$ cat config.mk
export PLATFORM = sky130hd
export DESIGN_NAME = board_top
export DESIGN_NICKNAME = d
export VERILOG_FILES = /design/src/hw/uart_pkg.sv /design/src/hw/board_top.sv /design/src/hw/byte_fifo.sv /design/src/hw/cmd_dispatch.sv /design/src/hw/reset_gen.sv /design/src/hw/uart_rx.sv /design/src/hw/uart_tx.sv
export VERILOG_INCLUDE_DIRS = /design/src /design/src/hw
export SDC_FILE = /design/constraint.sdc
export NUM_CORES = 1
export LEC_CHECK = 0
export BUFFER_PORTS_ARGS = -buffer_cell sky130_fd_sc_hd__buf_2
export CAP_MARGIN = 20
export CORE_ASPECT_RATIO = 2
export CORE_MARGIN = 1.5
export CORE_UTILIZATION = 60
export DETAILED_ROUTE_END_ITERATION = 8
export PLACE_DENSITY = 0.82
export SYNTH_ARGS = -nofsm -noshare
export SYNTH_HDL_FRONTEND = slang
export SYNTH_HIERARCHICAL = 1
export SYNTH_SLANG_ARGS = --single-unit
$ cat constraint.sdc
create_clock -name clk_25mhz -period 4.31 [get_ports clk_25mhz]
set_input_delay 0.2155 -clock clk_25mhz [delete_from_list [all_inputs] [get_ports clk_25mhz]]
set_output_delay 0.2155 -clock clk_25mhz [all_outputs]
set_load 0.005 [all_outputs]
$ cat src/hw/uart_consts.svh
// uart constants for the serial command block: timing, buffer depth and reply code
`ifndef UART_CONSTS_SVH
`define UART_CONSTS_SVH

// board oscillator
`define UART_CLK_HZ 25000000

// fixed line rate
`define UART_BAUD 115200

// 217 clocks per bit at 25 MHz
`define UART_CLKS_PER_BIT (`UART_CLK_HZ / `UART_BAUD)

// receive buffer entries
`define UART_FIFO_DEPTH 8

// cycles the internal reset outlasts the button
`define UART_RST_STRETCH 16

// answer to a frame with a bad stop bit
`define UART_REPLY_BAD 8'h3f

`endif

$ cat src/hw/uart_pkg.sv
// uart types: received byte views and the receive beat
package uart_pkg;

  // command view of a byte with bit 7 set
  typedef struct packed {
    logic       flag;
    logic [1:0] opcode;
    logic [4:0] arg;
  } cmd_fields_t;

  // one received byte, read either as ascii or as a command
  typedef union packed {
    logic [7:0]  ch;
    cmd_fields_t cmd;
  } cmd_word_t;

  // what the receiver hands to the buffer per frame
  typedef struct packed {
    cmd_word_t word;
    logic      frame_err;
  } rx_beat_t;

endpackage

$ cat src/hw/board_top.sv
// board top: reset stretcher and the serial command path wired to the pins
`timescale 1ns/1ps

module board_top (
  input  logic       clk_25mhz,
  input  logic       rst,
  input  logic       uart_rx_line,
  output logic       uart_tx_line,
  output logic [7:0] leds
);

  import uart_pkg::*;

  logic       sys_rst;
  logic       rx_valid;
  rx_beat_t   rx_beat;
  logic       deq_valid;
  rx_beat_t   deq_beat;
  logic       deq_ready;
  logic       tx_valid;
  logic [7:0] tx_data;
  logic       tx_ready;

  // button bounce is filtered here, everything else runs on sys_rst
  reset_gen i_reset_gen (
    .clk_25mhz (clk_25mhz),
    .rst       (rst),
    .sys_rst   (sys_rst)
  );

  uart_rx i_uart_rx (
    .clk_25mhz (clk_25mhz),
    .rst       (sys_rst),
    .rx_line   (uart_rx_line),
    .rx_valid  (rx_valid),
    .rx_beat   (rx_beat)
  );

  byte_fifo i_byte_fifo (
    .clk_25mhz (clk_25mhz),
    .rst       (sys_rst),
    .wr_valid  (rx_valid),
    .wr_beat   (rx_beat),
    .deq_valid (deq_valid),
    .deq_beat  (deq_beat),
    .deq_ready (deq_ready)
  );

  cmd_dispatch i_cmd_dispatch (
    .clk_25mhz (clk_25mhz),
    .rst       (sys_rst),
    .deq_valid (deq_valid),
    .deq_beat  (deq_beat),
    .deq_ready (deq_ready),
    .tx_valid  (tx_valid),
    .tx_data   (tx_data),
    .tx_ready  (tx_ready),
    .leds      (leds)
  );

  uart_tx i_uart_tx (
    .clk_25mhz (clk_25mhz),
    .rst       (sys_rst),
    .tx_valid  (tx_valid),
    .tx_data   (tx_data),
    .tx_ready  (tx_ready),
    .tx_line   (uart_tx_line)
  );

endmodule

$ cat src/hw/byte_fifo.sv
// receive buffer: circular FIFO of beats with a valid/ready read side
`timescale 1ns/1ps
`include "uart_consts.svh"

module byte_fifo #(
  parameter int DEPTH = `UART_FIFO_DEPTH
) (
  input  logic               clk_25mhz,
  input  logic               rst,
  input  logic               wr_valid,
  input  uart_pkg::rx_beat_t wr_beat,
  output logic               deq_valid,
  output uart_pkg::rx_beat_t deq_beat,
  input  logic               deq_ready
);

  import uart_pkg::*;

  localparam int AW = (DEPTH > 1) ? $clog2(DEPTH) : 1;

  rx_beat_t        mem [DEPTH];
  logic [AW-1:0]   wr_ptr;
  logic [AW-1:0]   rd_ptr;
  logic [AW:0]     count;
  logic            full;
  logic            wr_en;
  logic            rd_en;

  assign full      = (count == (AW+1)'(DEPTH));
  // receiver cannot wait, so a beat against a full buffer is lost
  assign wr_en     = wr_valid && !full;
  assign rd_en     = deq_valid && deq_ready;
  assign deq_valid = (count != '0);
  assign deq_beat  = mem[rd_ptr];

  always_ff @(posedge clk_25mhz) begin
    if (rst) begin
      wr_ptr <= '0;
      rd_ptr <= '0;
      count  <= '0;
    end else begin
      if (wr_en) begin
        wr_ptr <= (wr_ptr == AW'(DEPTH - 1)) ? '0 : wr_ptr + 1'b1;
      end
      if (rd_en) begin
        rd_ptr <= (rd_ptr == AW'(DEPTH - 1)) ? '0 : rd_ptr + 1'b1;
      end
      // both at once leaves the count alone
      if (wr_en && !rd_en) begin
        count <= count + 1'b1;
      end else if (rd_en && !wr_en) begin
        count <= count - 1'b1;
      end
    end
  end

  always_ff @(posedge clk_25mhz) begin
    if (wr_en) begin
      mem[wr_ptr] <= wr_beat;
    end
  end

  a_count_bound : assert property (
    @(posedge clk_25mhz) disable iff (rst)
    count <= (AW+1)'(DEPTH)
  );

  // head must hold while the dispatcher waits on the transmitter
  a_head_stable : assert property (
    @(posedge clk_25mhz) disable iff (rst)
    deq_valid && !deq_ready |=> $stable(deq_beat)
  );

endmodule

$ cat src/hw/cmd_dispatch.sv
// command dispatcher: applies LED commands and echoes characters to the transmitter
`timescale 1ns/1ps
`include "uart_consts.svh"

module cmd_dispatch (
  input  logic               clk_25mhz,
  input  logic               rst,
  input  logic               deq_valid,
  input  uart_pkg::rx_beat_t deq_beat,
  output logic               deq_ready,
  output logic               tx_valid,
  output logic [7:0]         tx_data,
  input  logic               tx_ready,
  output logic [7:0]         leds
);

  import uart_pkg::*;

  localparam logic [1:0] OP_SET_LOW  = 2'd0;
  localparam logic [1:0] OP_SET_HIGH = 2'd1;
  localparam logic [1:0] OP_INVERT   = 2'd2;
  localparam logic [1:0] OP_CLEAR    = 2'd3;

  cmd_word_t head;
  logic      is_cmd;
  logic      take_char;

  assign head   = deq_beat.word;
  // a damaged frame is never trusted as a command
  assign is_cmd = !deq_beat.frame_err && head.cmd.flag;

  // commands drain at once, characters wait for a free transmitter
  assign deq_ready = is_cmd || (tx_ready && !tx_valid);
  assign take_char = deq_valid && !is_cmd && tx_ready && !tx_valid;

  always_ff @(posedge clk_25mhz) begin
    if (rst) begin
      tx_valid <= 1'b0;
      leds     <= '0;
    end else begin
      if (tx_valid && tx_ready) begin
        tx_valid <= 1'b0;
      end
      if (take_char) begin
        tx_valid <= 1'b1;
      end
      if (deq_valid && is_cmd) begin
        case (head.cmd.opcode)
          OP_SET_LOW:  leds[3:0] <= head.cmd.arg[3:0];
          OP_SET_HIGH: leds[7:4] <= head.cmd.arg[3:0];
          OP_INVERT:   leds      <= ~leds;
          OP_CLEAR:    leds      <= '0;
          default:     leds      <= leds;
        endcase
      end
    end
  end

  // echo or complain about the framing
  always_ff @(posedge clk_25mhz) begin
    if (take_char) begin
      tx_data <= deq_beat.frame_err ? `UART_REPLY_BAD : head.ch;
    end
  end

  a_tx_hold : assert property (
    @(posedge clk_25mhz) disable iff (rst)
    tx_valid && !tx_ready |=> tx_valid && $stable(tx_data)
  );

endmodule

$ cat src/hw/reset_gen.sv
// reset stretcher: holds the internal reset for a fixed time after the button releases
`timescale 1ns/1ps
`include "uart_consts.svh"

module reset_gen (
  input  logic clk_25mhz,
  input  logic rst,
  output logic sys_rst
);

  localparam int STRETCH = `UART_RST_STRETCH;

  logic [STRETCH-1:0] rst_sr;

  // reload with ones while the button is held, drain zeros in from the top after
  always_ff @(posedge clk_25mhz) begin
    if (rst) begin
      rst_sr <= '1;
    end else begin
      rst_sr <= {1'b0, rst_sr[STRETCH-1:1]};
    end
  end

  // last stage drives the rest of the design
  assign sys_rst = rst_sr[0];

endmodule

$ cat src/hw/uart_rx.sv
// uart receiver: samples the line at mid-bit and emits one beat per 8N1 frame
`timescale 1ns/1ps
`include "uart_consts.svh"

module uart_rx (
  input  logic              clk_25mhz,
  input  logic              rst,
  input  logic              rx_line,
  output logic              rx_valid,
  output uart_pkg::rx_beat_t rx_beat
);

  localparam int CLKS = `UART_CLKS_PER_BIT;
  localparam int HALF = CLKS / 2;
  localparam int CW   = $clog2(CLKS);

  typedef enum logic [1:0] {
    ST_IDLE,
    ST_START,
    ST_DATA,
    ST_STOP
  } rx_state_t;

  rx_state_t      state;
  logic [CW-1:0]  clk_cnt;
  logic [2:0]     bit_idx;
  logic [7:0]     shift_reg;
  logic           rx_meta;
  logic           rx_sync;
  logic           rx_prev;
  logic           bit_tick;

  // middle of a data or stop bit
  assign bit_tick = (clk_cnt == CW'(CLKS - 1));

  always_ff @(posedge clk_25mhz) begin
    if (rst) begin
      // idle line is high
      rx_meta  <= 1'b1;
      rx_sync  <= 1'b1;
      rx_prev  <= 1'b1;
      state    <= ST_IDLE;
      clk_cnt  <= '0;
      bit_idx  <= '0;
      rx_valid <= 1'b0;
    end else begin
      rx_meta  <= rx_line;
      rx_sync  <= rx_meta;
      rx_prev  <= rx_sync;
      rx_valid <= 1'b0;
      case (state)
        ST_IDLE: begin
          // falling edge only, so a low stop bit cannot retrigger
          if (rx_prev && !rx_sync) begin
            state   <= ST_START;
            clk_cnt <= '0;
          end
        end
        ST_START: begin
          if (clk_cnt == CW'(HALF - 1)) begin
            clk_cnt <= '0;
            bit_idx <= '0;
            // glitch, not a start bit
            state   <= rx_sync ? ST_IDLE : ST_DATA;
          end else begin
            clk_cnt <= clk_cnt + 1'b1;
          end
        end
        ST_DATA: begin
          if (bit_tick) begin
            clk_cnt <= '0;
            bit_idx <= bit_idx + 1'b1;
            if (bit_idx == 3'd7) begin
              state <= ST_STOP;
            end
          end else begin
            clk_cnt <= clk_cnt + 1'b1;
          end
        end
        default: begin
          if (bit_tick) begin
            clk_cnt  <= '0;
            state    <= ST_IDLE;
            rx_valid <= 1'b1;
          end else begin
            clk_cnt <= clk_cnt + 1'b1;
          end
        end
      endcase
    end
  end

  // payload path, lsb arrives first
  always_ff @(posedge clk_25mhz) begin
    if (state == ST_DATA && bit_tick) begin
      shift_reg <= {rx_sync, shift_reg[7:1]};
    end
    if (state == ST_STOP && bit_tick) begin
      rx_beat.word.ch  <= shift_reg;
      rx_beat.frame_err <= !rx_sync;
    end
  end

endmodule

$ cat src/hw/uart_tx.sv
// uart transmitter: takes one byte by valid/ready and shifts out an 8N1 frame
`timescale 1ns/1ps
`include "uart_consts.svh"

module uart_tx (
  input  logic       clk_25mhz,
  input  logic       rst,
  input  logic       tx_valid,
  input  logic [7:0] tx_data,
  output logic       tx_ready,
  output logic       tx_line
);

  localparam int CLKS = `UART_CLKS_PER_BIT;
  localparam int CW   = $clog2(CLKS);

  logic          busy;
  logic [CW-1:0] clk_cnt;
  logic [3:0]    bit_cnt;
  logic [9:0]    frame;
  logic          bit_done;

  assign tx_ready = !busy;
  assign bit_done = (clk_cnt == CW'(CLKS - 1));

  always_ff @(posedge clk_25mhz) begin
    if (rst) begin
      busy    <= 1'b0;
      clk_cnt <= '0;
      bit_cnt <= '0;
      tx_line <= 1'b1;
    end else begin
      // line follows the frame one cycle behind the handshake
      tx_line <= busy ? frame[0] : 1'b1;
      if (!busy) begin
        if (tx_valid) begin
          busy    <= 1'b1;
          clk_cnt <= '0;
          bit_cnt <= '0;
        end
      end else if (bit_done) begin
        clk_cnt <= '0;
        bit_cnt <= bit_cnt + 1'b1;
        // stop bit was the tenth
        if (bit_cnt == 4'd9) begin
          busy <= 1'b0;
        end
      end else begin
        clk_cnt <= clk_cnt + 1'b1;
      end
    end
  end

  // stop, data, start from msb to lsb
  always_ff @(posedge clk_25mhz) begin
    if (!busy && tx_valid) begin
      frame <= {1'b1, tx_data, 1'b0};
    end else if (busy && bit_done) begin
      frame <= {1'b1, frame[9:1]};
    end
  end

endmodule

# After elaboration in Yosys (flattened, before gate mapping)
# Memories as Yosys holds them, arrays and structs flattened. A register that Yosys moved wholly into a read port is not among the register bits.
# Index checks and enable logic that the tools add are counted.
totals:
  ff_bits: 100
  latch_bits: 0
  mem_bits_rw: 72
  mem_bits_ro: 0
  inputBits: 3
  out_inout_bits: 9
  wordCells: 137
  memories: 1
memory_table:
  columns: ["memory", "words", "word_bits", "read_ports", "rd_clocked_by_memory_dff", "wr", "line_no", "rtl"]
  rows:
  - ["i_byte_fifo.mem", 8, 9, 1, 1, 1, "byte_fifo.sv:21", "rx_beat_t mem [DEPTH];"]
classes:
  n_addsub: 8
  mul: 0
  n_div: 0
  order_cmp: 0
  eq_ne: 19
  shift: 0
  n_mux: 40
  bitwise: 2
  n_reduce_logical: 42
ops:
  columns: ["operator", "count"]
  rows:
  - ["$mux 8", 6]
  - ["$pmux 4 s3", 2]
  - ["$mux 4", 5]
  - ["$mux 3", 6]
  - ["$mux 9", 2]
  - ["$add 8x1->8 const B", 2]
  - ["$eq 8x8->1 const B", 2]
  - ["$mux 16", 1]
  - ["$pmux 8 s2", 1]
  - ["$logic_and 1x1->1", 15]
  - ["$mux 2", 6]
  - ["$reduce_bool 2->1", 5]
  - ["$add 3x1->3 const B", 3]
  - ["$eq 3x3->1 const B", 3]
  - ["$mux 1", 9]
  - ["$reduce_bool 3->1", 3]
  - ["$add 4x1->4 const B", 2]
  - ["$eq 2x2->1 const B", 4]
  - ["$eq 4x4->1 const B", 2]
  - ["$eq 8x7->1 const B", 1]
  - ["$logic_not 1->1", 8]
  - ["$ne 2x1->1 const B", 4]
  - ["$not 8->8", 1]
  - ["$pmux 2 s3", 1]
  - ["other kinds (13)", 17]

# Longest topological paths before layout
# Gate-level depths: netlist of the first run.
depth:
  depth_word: 7
  mapped_depth: 14
  ltp_nobuf: 12

# Cells and area by module
# Netlist of the first run, hierarchy kept.
modules_own_cells:
  columns: ["module", "n_inst", "cells_per_inst", "area_each_um2", "seq_area_each_um2"]
  rows:
  - ["byte_fifo", 1, 179, 3447.1, 2422.3]
  - ["uart_rx", 1, 128, 1440.1, 850.8]
  - ["uart_tx", 1, 120, 1181.1, 540.5]
  - ["cmd_dispatch", 1, 73, 774.5, 420.4]
  - ["reset_gen", 1, 32, 425.4, 320.3]

# Least setup slack after synthesis of the first run
# Ideal clock, no wire load.
synth_path:
  path_type: "reg2reg"
  start: "register (tool-made name)"
  end: "register i_byte_fifo.count[3]"
  setup_time_ps: 121
  arrival_ps: 3175
  required_ps: 4189
  slack_ps: 1014
  stages_incl_launch_ff: 15
  path_buffers: 2
  synth_period_minus_slack_ps: 3296
  cell_sequence: "dfxtp_1 buf_6 buf_12 mux4_1 mux2_2 nand2b_1 o21ai_0 nand2_1 ha_1 inv_1 ha_1 a21oi_1 a211oi_1 a31oi_1 mux2_2"
synth_rtl:
  columns: ["element", "line_no", "rtl"]
  rows:
  - ["to (signal assigned)", "byte_fifo.sv:50", "count <= count + 1'b1;"]
  - ["to (signal assigned)", "byte_fifo.sv:52", "count <= count - 1'b1;"]
  - ["to (decl)", "byte_fifo.sv:24", "logic [AW:0] count;"]

==> results of run 1 <==
kinds of logic (layout without fill, tap and decap cells):
kind of cell	Yosys count	in the layout
muxes	30	30
DFF	175	175
adders and majority gates	16	16
and+or+nand+nor	161	161
buffers and inverters	50	74
xor gates and xnor gates	2	2
AOI/OAI and AO/OA	98	98
power by group:
group	switching, mW	internal, mW
combinational	0.00188	0.00247
clock	0.782	0.817
sequential	0.000386	1.75
total	0.784	2.57
cells in the mapped netlist (9+ instances only):
master	instances
mux4_1	18
dfxtp_1	70
nor2_1	23
inv_1	23
edfxtp_1	105
or2_1	15
or2_2	10
nor3_1	12
nand2_1	25
nand3_1	18
mux2_2	10
ha_1	15
clkbuf_1	9
a21oi_1	27
o21ai_0	12
metrics by stage:
stage / utilization [%] / hold WS [ns] / cell area, µm²
detailed placement: 62.83 / 0.3930 / 7396
CTS: 68.45 / 0.4138 / 8058
finish: 68.45 / 0.4125 / 8058
floorplan: - / 0.2432 / 7268
global route: 68.45 / 0.4265 / 8058
global placement: 62.83 / 0.3890 / 7396
routing by layer:
metal / vias to the layer above / routed length (µm)
met2: 176 / 8250
met4: 0 / 388
li1: 2061 / -
met5: - / 0
met3: 35 / 684
met1: 2235 / 5484
worst max path at each step:
stage                     from                    to  slack, ns
after global routing      flop  i_byte_fifo/count[3]       0.56
final                     flop  i_byte_fifo/count[3]       0.67
after floorplan           flop  i_byte_fifo/count[3]       1.01
after CTS                 flop  i_byte_fifo/count[3]       0.72
after detailed placement  flop  i_byte_fifo/count[3]       0.81
after global placement    flop  i_byte_fifo/count[3]       0.94
worst reg2reg max path: cells and delay by family, from the launching register on:
family	cells	cell delay, ns
AOI/OAI and AO/OA	4	0.63
adders and majority gates	2	0.54
muxes	3	1.31
buffers and inverters	1	0.14
and+or+nand+nor	2	0.40
DFF	1	0.50
cell type report:
cell class | count | share of cell area (%)
flip-flops and latches | 175 | 56.54
well taps | 145 | 2.252
multi-input cells | 307 | 30.78
repair buffers | 17 | 1.304
clock buffers | 17 | 5.280
clock inverters | 15 | 2.686
inverters | 25 | 1.165
==> impl_metrics.env, run 1 <==
export IMPL_regArea_mm2=0.004556
export IMPL_grt_use_met1_pct=26.21
export IMPL_use_met3_pct=5.559
export IMPL_layout_common_cells="edfxtp_1, dfxtp_1, a21oi_1, nand2_1"
export IMPL_h_tree_depth=4
export IMPL_grt_busiest_layer="met2"
export IMPL_synth_xor_area_share_pct=0.2410
export IMPL_path_delay_family="multiplexers"
export IMPL_avgSynthCellArea_um2=13.66
export IMPL_finalMaxSlewViolations=0
export IMPL_final_cells=701
export IMPL_largest_reg_flops=72
export IMPL_cp_required_ns=4.63
export IMPL_cts_hold_buf=2
export IMPL_cap_violations=0
export IMPL_io_buffers=11
export IMPL_ys_seq_area_share_pct=62.66
export IMPL_finClkSkew_ns=0.01040
export IMPL_ys_async_sr_fraction_pct=0
export IMPL_clkTransAtPathRegs_ns=0.08
export IMPL_synth_top_family_by_area="simple AND/OR/NAND/NOR gates"
export IMPL_grt_max_degree=29
export IMPL_synth_edf_count=105
export IMPL_syn_inst=532
export IMPL_cp_arrival_ns=3.96
export IMPL_yosys_warnings=6
export IMPL_ctsResizeCount=0
export IMPL_hold_path_class="reg -> reg"
export IMPL_status="completed"
export IMPL_layout_nets=562
export IMPL_relSlewSlack_pct=28.30
export IMPL_hold_viol=0
export IMPL_ys_types=72
export IMPL_setup_viol=0
export IMPL_clockRootBuffer="clkbuf_16"
export IMPL_cp_num_buf_inv=1
export IMPL_finalSetupTns_ns=0
export IMPL_cts_max_path_buffers=2
export IMPL_drc_errors=0
export IMPL_grt_pass1_vias=4473
export IMPL_ir_drop_uv=314.7
export IMPL_period_share_pct=84.53
export IMPL_place_gp_congestion=0.7985
export IMPL_path_max_fanout=9
export IMPL_grt_use_total_pct=24.70
export IMPL_cts_setup_buffers=0
export IMPL_r2r_end="i_byte_fifo/count[3]"
export IMPL_grt_pass1_wl_mm=22.89
export IMPL_final_common_cell="edfxtp_1"
export IMPL_antenna_found_initial=0
export IMPL_cts_inserted_buffers=17
export IMPL_finalWorstSetupSlack_ns=0.6667
export IMPL_worst_setup_path_end_kind="flop"
export IMPL_worst_r2r_cell_count=12
export IMPL_synth_flop_cell="edfxtp_1"
export IMPL_dr_first_iter_drc_count=331
export IMPL_num_io_pins=12
export IMPL_syn_nets=551
export IMPL_antennaDiodeCount=0
export IMPL_die_w_um=80.83
export IMPL_muxShareOfSynthArea_pct=8.332
export IMPL_overflow=0
export IMPL_ant_nets=0
export IMPL_min_to="i_reset_gen/rst_sr[10]"
export IMPL_dp_hpwl_mm=9.399
export IMPL_min_path_cells=1
export IMPL_die_area_mm2=0.01282
export IMPL_critPathKind="reg -> reg"
export IMPL_r2r_slack_ns=0.67
export IMPL_drive_gt1_share_pct=15.83
export IMPL_core_area_mm2=0.01177
export IMPL_fp_dieH_um=158.7
export IMPL_start_kind="flop"
export IMPL_wl_mm=14.81
export IMPL_num_fill_cells=776
export IMPL_fp_row_count=56
export IMPL_max_freq_mhz=274.5
export IMPL_grt_use_met2_pct=45.32
export IMPL_synth_area_top_cells="edfxtp_1, dfxtp_1, mux4_1"
export IMPL_period_minus_slack_ns=3.643
export IMPL_synth_compound_gate_area_share_pct=9.623
export IMPL_largest_register="i_byte_fifo/mem"
export IMPL_min_from="i_reset_gen/rst_sr[11]"
export IMPL_synth_top_area_share_pct=43.38
export IMPL_slowest_stage="mux4_1"
export IMPL_path_cells="mux4_1 > mux2_2 > nand2b_1 > o21ai_0 > nand2_1 > ha_1 > inv_1 > ha_1 > a21oi_1 > a211oi_1 > a31oi_1 > mux2_2"
export IMPL_grt_setup_unrepaired="no"
export IMPL_area_delta_synth_final_pct=10.86
export IMPL_place_inst=667
export IMPL_drtPass1Iterations=5
export IMPL_slowest_delay_ns=0.61
export IMPL_yosys_area_top_type="edfxtp_1"
export IMPL_vias=4507
export IMPL_power_density_mw_per_mm2=416.4
export IMPL_cts_sinks=175
export IMPL_worstSkewPairLatency_ns=0.43
export IMPL_finalPower_mw=3.356
export IMPL_multi_input_area_mm2=0.002480
export IMPL_synth_adder_area_share_pct=2.858
export IMPL_vias_per_cell=6.429
export IMPL_netlist_area_mm2=0.007268
export IMPL_max_slew_worst_pin_slew_ns=1.072
export IMPL_wl_per_cell_um=21.12
export IMPL_preCtsSetupSlack_ns=0.8146
export IMPL_synth_seq_cells=175
export IMPL_start_util_pct=61.75
export IMPL_top_regs="i_byte_fifo/mem: 72 flops, i_reset_gen/rst_sr: 16 flops"
export IMPL_p_leak_nw=2.668
export IMPL_cp_depth=12
export IMPL_cts_tree="built"
export IMPL_synthSimpleGateAreaFrac_pct=12.79
Power figures use the tool's default switching activity.
==> run 2, diff against run 1 <==
- clock period: 4.31 -> 3.4 ns (I/O delays scaled with it)
==> impl_metrics.env, run 2 (synthesized netlist as in run 1, its figures left out) <==
export IMPL_vias=4530
export IMPL_place_gp_congestion=0.8077
export IMPL_fp_dieH_um=158.7
export IMPL_path_delay_family="multiplexers"
export IMPL_num_io_pins=12
export IMPL_finalWorstSetupSlack_ns=0.07008
export IMPL_grt_use_total_pct=24.65
export IMPL_pwr_share_clk_pct=45.6
export IMPL_largest_reg_flops=72
export IMPL_hold_path_class="reg -> reg"
export IMPL_dr_first_iter_drc_count=294
export IMPL_cts_tree="built"
export IMPL_max_freq_mhz=300.3
export IMPL_period_share_pct=97.94
export IMPL_p_seq_share_pct=54.2
export IMPL_final_common_cell="edfxtp_1"
export IMPL_cts_inserted_buffers=17
export IMPL_io_buffers=11
export IMPL_cts_sinks=175
export IMPL_top_regs="i_byte_fifo/mem: 72 flops, i_reset_gen/rst_sr: 16 flops"
export IMPL_fp_row_count=56
export IMPL_path_max_fanout=5
export IMPL_p_leak_nw=2.673
export IMPL_setup_viol=0
export IMPL_finalSetupTns_ns=0
export IMPL_grt_pass1_wl_mm=22.91
export IMPL_clockRootBuffer="clkbuf_16"
export IMPL_start_kind="flop"
export IMPL_r2r_slack_ns=0.07
export IMPL_layout_nets=567
export IMPL_p_sw_share_pct=21.32
export IMPL_min_path_cells=1
export IMPL_vias_per_cell=6.416
export IMPL_final_util_pct=68.34
export IMPL_min_to="i_reset_gen/rst_sr[2]"
export IMPL_clkTransAtPathRegs_ns=0.07
export IMPL_dp_hpwl_mm=9.240
export IMPL_area_delta_synth_final_pct=10.67
export IMPL_relSlewSlack_pct=28.34
export IMPL_drive_gt1_share_pct=17.11
export IMPL_max_slew_worst_pin_slew_ns=1.069
export IMPL_grt_pass1_vias=4522
export IMPL_finalPower_mw=4.097
export IMPL_final_cells=706
export IMPL_h_tree_depth=4
export IMPL_cp_depth=12
export IMPL_min_from="i_reset_gen/rst_sr[3]"
export IMPL_cp_num_buf_inv=1
export IMPL_worstSkewPairLatency_ns=0.43
export IMPL_slowest_delay_ns=0.60
export IMPL_netSwitchingPower_mw=0.8737
export IMPL_ir_drop_uv=471.2
export IMPL_wl_per_cell_um=20.75
export IMPL_finClkSkew_ns=0.01092
export IMPL_wl_mm=14.65
export IMPL_cp_required_ns=3.72
export IMPL_cts_max_path_buffers=2
export IMPL_overflow=0
export IMPL_critPathKind="reg -> reg"
export IMPL_worst_r2r_cell_count=12
export IMPL_finalMaxSlewViolations=0
export IMPL_path_cells="mux4_1 > mux2_2 > nand2b_1 > o21ai_2 > nand2_1 > ha_1 > inv_1 > ha_1 > a21oi_2 > a211oi_1 > a31oi_1 > mux2_2"
export IMPL_die_w_um=80.83
export IMPL_die_area_mm2=0.01282
export IMPL_largest_register="i_byte_fifo/mem"
export IMPL_cap_violations=0
export IMPL_place_inst=671
export IMPL_preCtsSetupSlack_ns=-0.1374
export IMPL_slowest_stage="mux4_1"
export IMPL_worst_setup_path_end_kind="flop"
export IMPL_layout_common_cells="edfxtp_1, dfxtp_1, a21oi_1, nand2_1"
export IMPL_power_density_mw_per_mm2=509.4
export IMPL_cp_arrival_ns=3.65
export IMPL_antennaDiodeCount=0
export IMPL_drtPass1Iterations=8
export IMPL_r2r_end="i_byte_fifo/count[3]"
export IMPL_p_int_mw=3.224
export IMPL_grt_max_degree=36
export IMPL_period_minus_slack_ns=3.330
export IMPL_antenna_found_initial=0
export IMPL_drc_errors=0
export IMPL_combinationalPowerShare_pct=0.1
export IMPL_hold_viol=0
export IMPL_core_area_mm2=0.01177
export IMPL_ant_nets=0
export IMPL_status="completed"
export IMPL_start_util_pct=61.75
## run 2: repair_timing
action,in CTS,in global routing
endpoints found under the setup margin,1,1
gates resized for setup,2,3
hold endpoints to repair,2,0
hold buffers,2,0
pin swaps,1,0
buffers inserted,1,0
## run 2: per-layer routing
| metal | vias to the layer above | track usage [%] | wire [µm] | share of wire, % |
|---|---|---|---|---|
| li1 | 2075 | - | - | - |
| met1 | 2266 | 25.64 | 5369 | 37 |
| met2 | 153 | 45.75 | 8253 | 56 |
| met3 | 36 | 5.158 | 603 | 4.1 |
| met4 | 0 | 11.49 | 425 | 2.9 |
| met5 | - | 0 | 0 | 0 |
## run 2: layout make-up
cell class / count / area [µm²]
Clock inverter: 14 / 140.1
Fill cell: 731 / 3727
Inverter: 25 / 93.84
Multi-Input combinational cell: 307 / 2487
Timing Repair Buffer: 22 / 142.6
Clock buffer: 18 / 439.2
Tap cell: 145 / 181.4
Sequential cell: 175 / 4559
## run 2: how the worst max path moves through the flow
| stage | endpoint | slack [ns] | from |
|---|---|---|---|
| 6_report | i_byte_fifo/count[3] | 0.07 | flop |
| 3_5_place_dp | i_byte_fifo/count[3] | -0.14 | flop |
| 2_1_floorplan | i_byte_fifo/count[3] | 0.10 | flop |
| 5_1_grt | i_byte_fifo/count[3] | -0.02 | flop |
| 3_3_place_gp | i_byte_fifo/count[3] | 0.12 | flop |
| 4_1_cts | i_byte_fifo/count[3] | 0.01 | flop |
## run 2: worst reg2reg max path: stages, from the launching register on
cell	delay, ns
dfxtp_4	0.39
mux4_1	0.60
mux2_2	0.31
nand2b_1	0.20
o21ai_2	0.12
nand2_1	0.14
ha_1	0.22
inv_1	0.13
ha_1	0.31
a21oi_2	0.19
a211oi_1	0.09
a31oi_1	0.17
mux2_2	0.35
## run 2: per-stage QoR
stage | area [µm²] | hold WS (ns)
finish | 8044 | 0.4093
global route | 8044 | 0.4228
CTS | 8034 | 0.4132
detailed placement | 7426 | 0.3564
global placement | 7426 | 0.3530
floorplan | 7268 | 0.1977
## run 2: power groups by stage
stage / logic, mW / registers (mW) / clock network, mW
3_5_place_dp: 0.00404 / 2.27 / 0
3_3_place_gp: 0.00370 / 2.27 / 0
5_1_grt: 0.00650 / 2.22 / 1.99
2_1_floorplan: 0.00296 / 2.27 / 0
6_report: 0.00580 / 2.22 / 1.87
4_1_cts: 0.00582 / 2.22 / 1.89
==> run 3, diff against run 2 <==
- PLACE_DENSITY: 0.82 -> 0.77
==> impl_metrics.env, run 3 (synthesized netlist as in run 1, its figures left out) <==
export IMPL_cp_num_buf_inv=1
export IMPL_worstSkewPairLatency_ns=0.42
export IMPL_dp_hpwl_mm=9.458
export IMPL_min_path_cells=1
export IMPL_max_slew_worst_pin_slew_ns=0.9834
export IMPL_slowest_delay_ns=0.56
export IMPL_pwr_share_clk_pct=45.7
export IMPL_die_area_mm2=0.01282
export IMPL_hold_path_class="reg -> reg"
export IMPL_status="completed"
export IMPL_hold_viol=0
export IMPL_h_tree_depth=4
export IMPL_grt_max_degree=31
export IMPL_finalMaxSlewViolations=0
export IMPL_num_io_pins=12
export IMPL_antenna_found_initial=0
export IMPL_min_to="i_reset_gen/rst_sr[3]"
export IMPL_path_delay_family="multiplexers"
export IMPL_area_delta_synth_final_pct=11.00
export IMPL_cts_max_path_buffers=2
export IMPL_netSwitchingPower_mw=0.8802
export IMPL_worst_setup_path_end_kind="flop"
export IMPL_preCtsSetupSlack_ns=-0.02251
export IMPL_cts_sinks=175
export IMPL_start_kind="flop"
export IMPL_p_seq_share_pct=54.1
export IMPL_core_area_mm2=0.01177
export IMPL_setup_viol=0
export IMPL_r2r_slack_ns=0.15
export IMPL_combinationalPowerShare_pct=0.1
export IMPL_period_share_pct=95.44
export IMPL_fp_dieH_um=158.7
export IMPL_grt_pass1_wl_mm=21.82
export IMPL_p_int_mw=3.226
export IMPL_grt_pass1_vias=4451
export IMPL_cts_inserted_buffers=17
export IMPL_clockRootBuffer="clkbuf_16"
export IMPL_clkTransAtPathRegs_ns=0.07
export IMPL_slowest_stage="mux4_1"
export IMPL_critPathKind="reg -> reg"
export IMPL_relSlewSlack_pct=34.08
export IMPL_fp_row_count=56
export IMPL_holdWs_ns=0.4058
export IMPL_cp_required_ns=3.71
export IMPL_cp_arrival_ns=3.56
export IMPL_min_from="i_reset_gen/rst_sr[4]"
export IMPL_final_common_cell="edfxtp_1"
export IMPL_antennaDiodeCount=0
export IMPL_layout_nets=571
export IMPL_place_gp_congestion=0.8047
export IMPL_finalWorstSetupSlack_ns=0.1549
export IMPL_layout_common_cells="edfxtp_1, dfxtp_1, a21oi_1, nand2_1, nor2_1"
export IMPL_finClkSkew_ns=0.01159
export IMPL_dr_first_iter_drc_count=254
export IMPL_power_density_mw_per_mm2=508.9
export IMPL_wl_mm=13.90
export IMPL_grt_use_total_pct=23.50
export IMPL_max_freq_mhz=308.2
export IMPL_r2r_end="i_byte_fifo/count[3]"
export IMPL_wl_per_cell_um=19.57
export IMPL_drc_errors=0
export IMPL_path_cells="mux4_1 > mux2_2 > nand2b_1 > o21ai_2 > nand2_1 > ha_1 > inv_2 > ha_1 > a21oi_1 > a211oi_1 > a31oi_1 > mux2_2"
export IMPL_p_leak_nw=2.697
export IMPL_ant_nets=0
export IMPL_drtPass1Iterations=5
export IMPL_cts_tree="built"
export IMPL_top_regs="i_byte_fifo/mem: 72 flops, i_reset_gen/rst_sr: 16 flops"
export IMPL_ir_drop_uv=457.6
export IMPL_drive_gt1_share_pct=17.70
export IMPL_vias=4345
export IMPL_overflow=0
export IMPL_start_util_pct=61.75
export IMPL_period_minus_slack_ns=3.245
export IMPL_die_w_um=80.83
export IMPL_largest_reg_flops=72
export IMPL_path_max_fanout=6
export IMPL_io_buffers=11
export IMPL_cap_violations=0
export IMPL_worst_r2r_cell_count=12
export IMPL_vias_per_cell=6.120
export IMPL_p_sw_share_pct=21.44
export IMPL_largest_register="i_byte_fifo/mem"
## run 3: changes by cell type in the layout (fill, tap and decap cells not counted), sizes merged
cell      delta
inv          +1
clkinvlp     -1
buf          +4
## run 3: what timing repair did
action,4_1_cts,5_1_grt
pin swaps,0,1
cloned,0,0
hold buffers,2,0
hold endpoints to repair,2,0
gates resized for setup,1,3
endpoints found under the setup margin,1,1
buffers inserted,0,1
## run 3: power groups by stage
stage | registers [mW] | clock network [mW] | logic [mW]
2_1_floorplan | 2.27 | 0 | 0.00296
5_1_grt | 2.22 | 1.98 | 0.00661
3_5_place_dp | 2.27 | 0 | 0.00397
6_report | 2.22 | 1.88 | 0.00570
4_1_cts | 2.22 | 1.91 | 0.00583
3_3_place_gp | 2.27 | 0 | 0.00375
## run 3: how the worst max path moves through the flow
stage | startpoint | end | slack, ns | cells past startpoint
2_1_floorplan | flop | i_byte_fifo/count[3] | 0.10 | 14
3_3_place_gp | flop | i_byte_fifo/count[3] | 0.09 | 12
3_5_place_dp | flop | i_byte_fifo/count[3] | -0.02 | 12
4_1_cts | flop | i_byte_fifo/count[3] | 0.02 | 12
5_1_grt | flop | i_byte_fifo/count[3] | -0.006 | 12
6_report | flop | i_byte_fifo/count[3] | 0.15 | 12
## run 3: area by class of cell
| class | count | area, µm² |
|---|---|---|
| inverter | 25 | 93.84 |
| clock buffer | 18 | 439.2 |
| fill | 811 | 3704 |
| timing repair buffer | 26 | 172.7 |
| tap | 145 | 181.4 |
| multi-input combinational | 307 | 2484 |
| sequential | 175 | 4557 |
| clock inverter | 14 | 140.1 |
## run 3: metal layers
metal | vias up | part of all wire [%] | track usage, %
met2 | 91 | 58 | 44.64
met5 | - | 0 | 0
met4 | 0 | 2.9 | 12.23
met1 | 2140 | 37 | 22.92
li1 | 2083 | - | -
met3 | 31 | 2.8 | 4.756
## run 3: through the flow
stage | setup TNS, ns | area (µm²) | cells | util (%) | power [mW]
global placement | 0 | 7456 | 675 | 63.34 | 2.274
finish | 0 | 8068 | 710 | 68.54 | 4.106
global route | -0.006358 | 8068 | 710 | 68.54 | 4.205
CTS | 0 | 8056 | 709 | 68.44 | 4.141
detailed placement | -0.02251 | 7456 | 675 | 63.34 | 2.275
floorplan | 0 | 7268 | 532 | - | 2.273
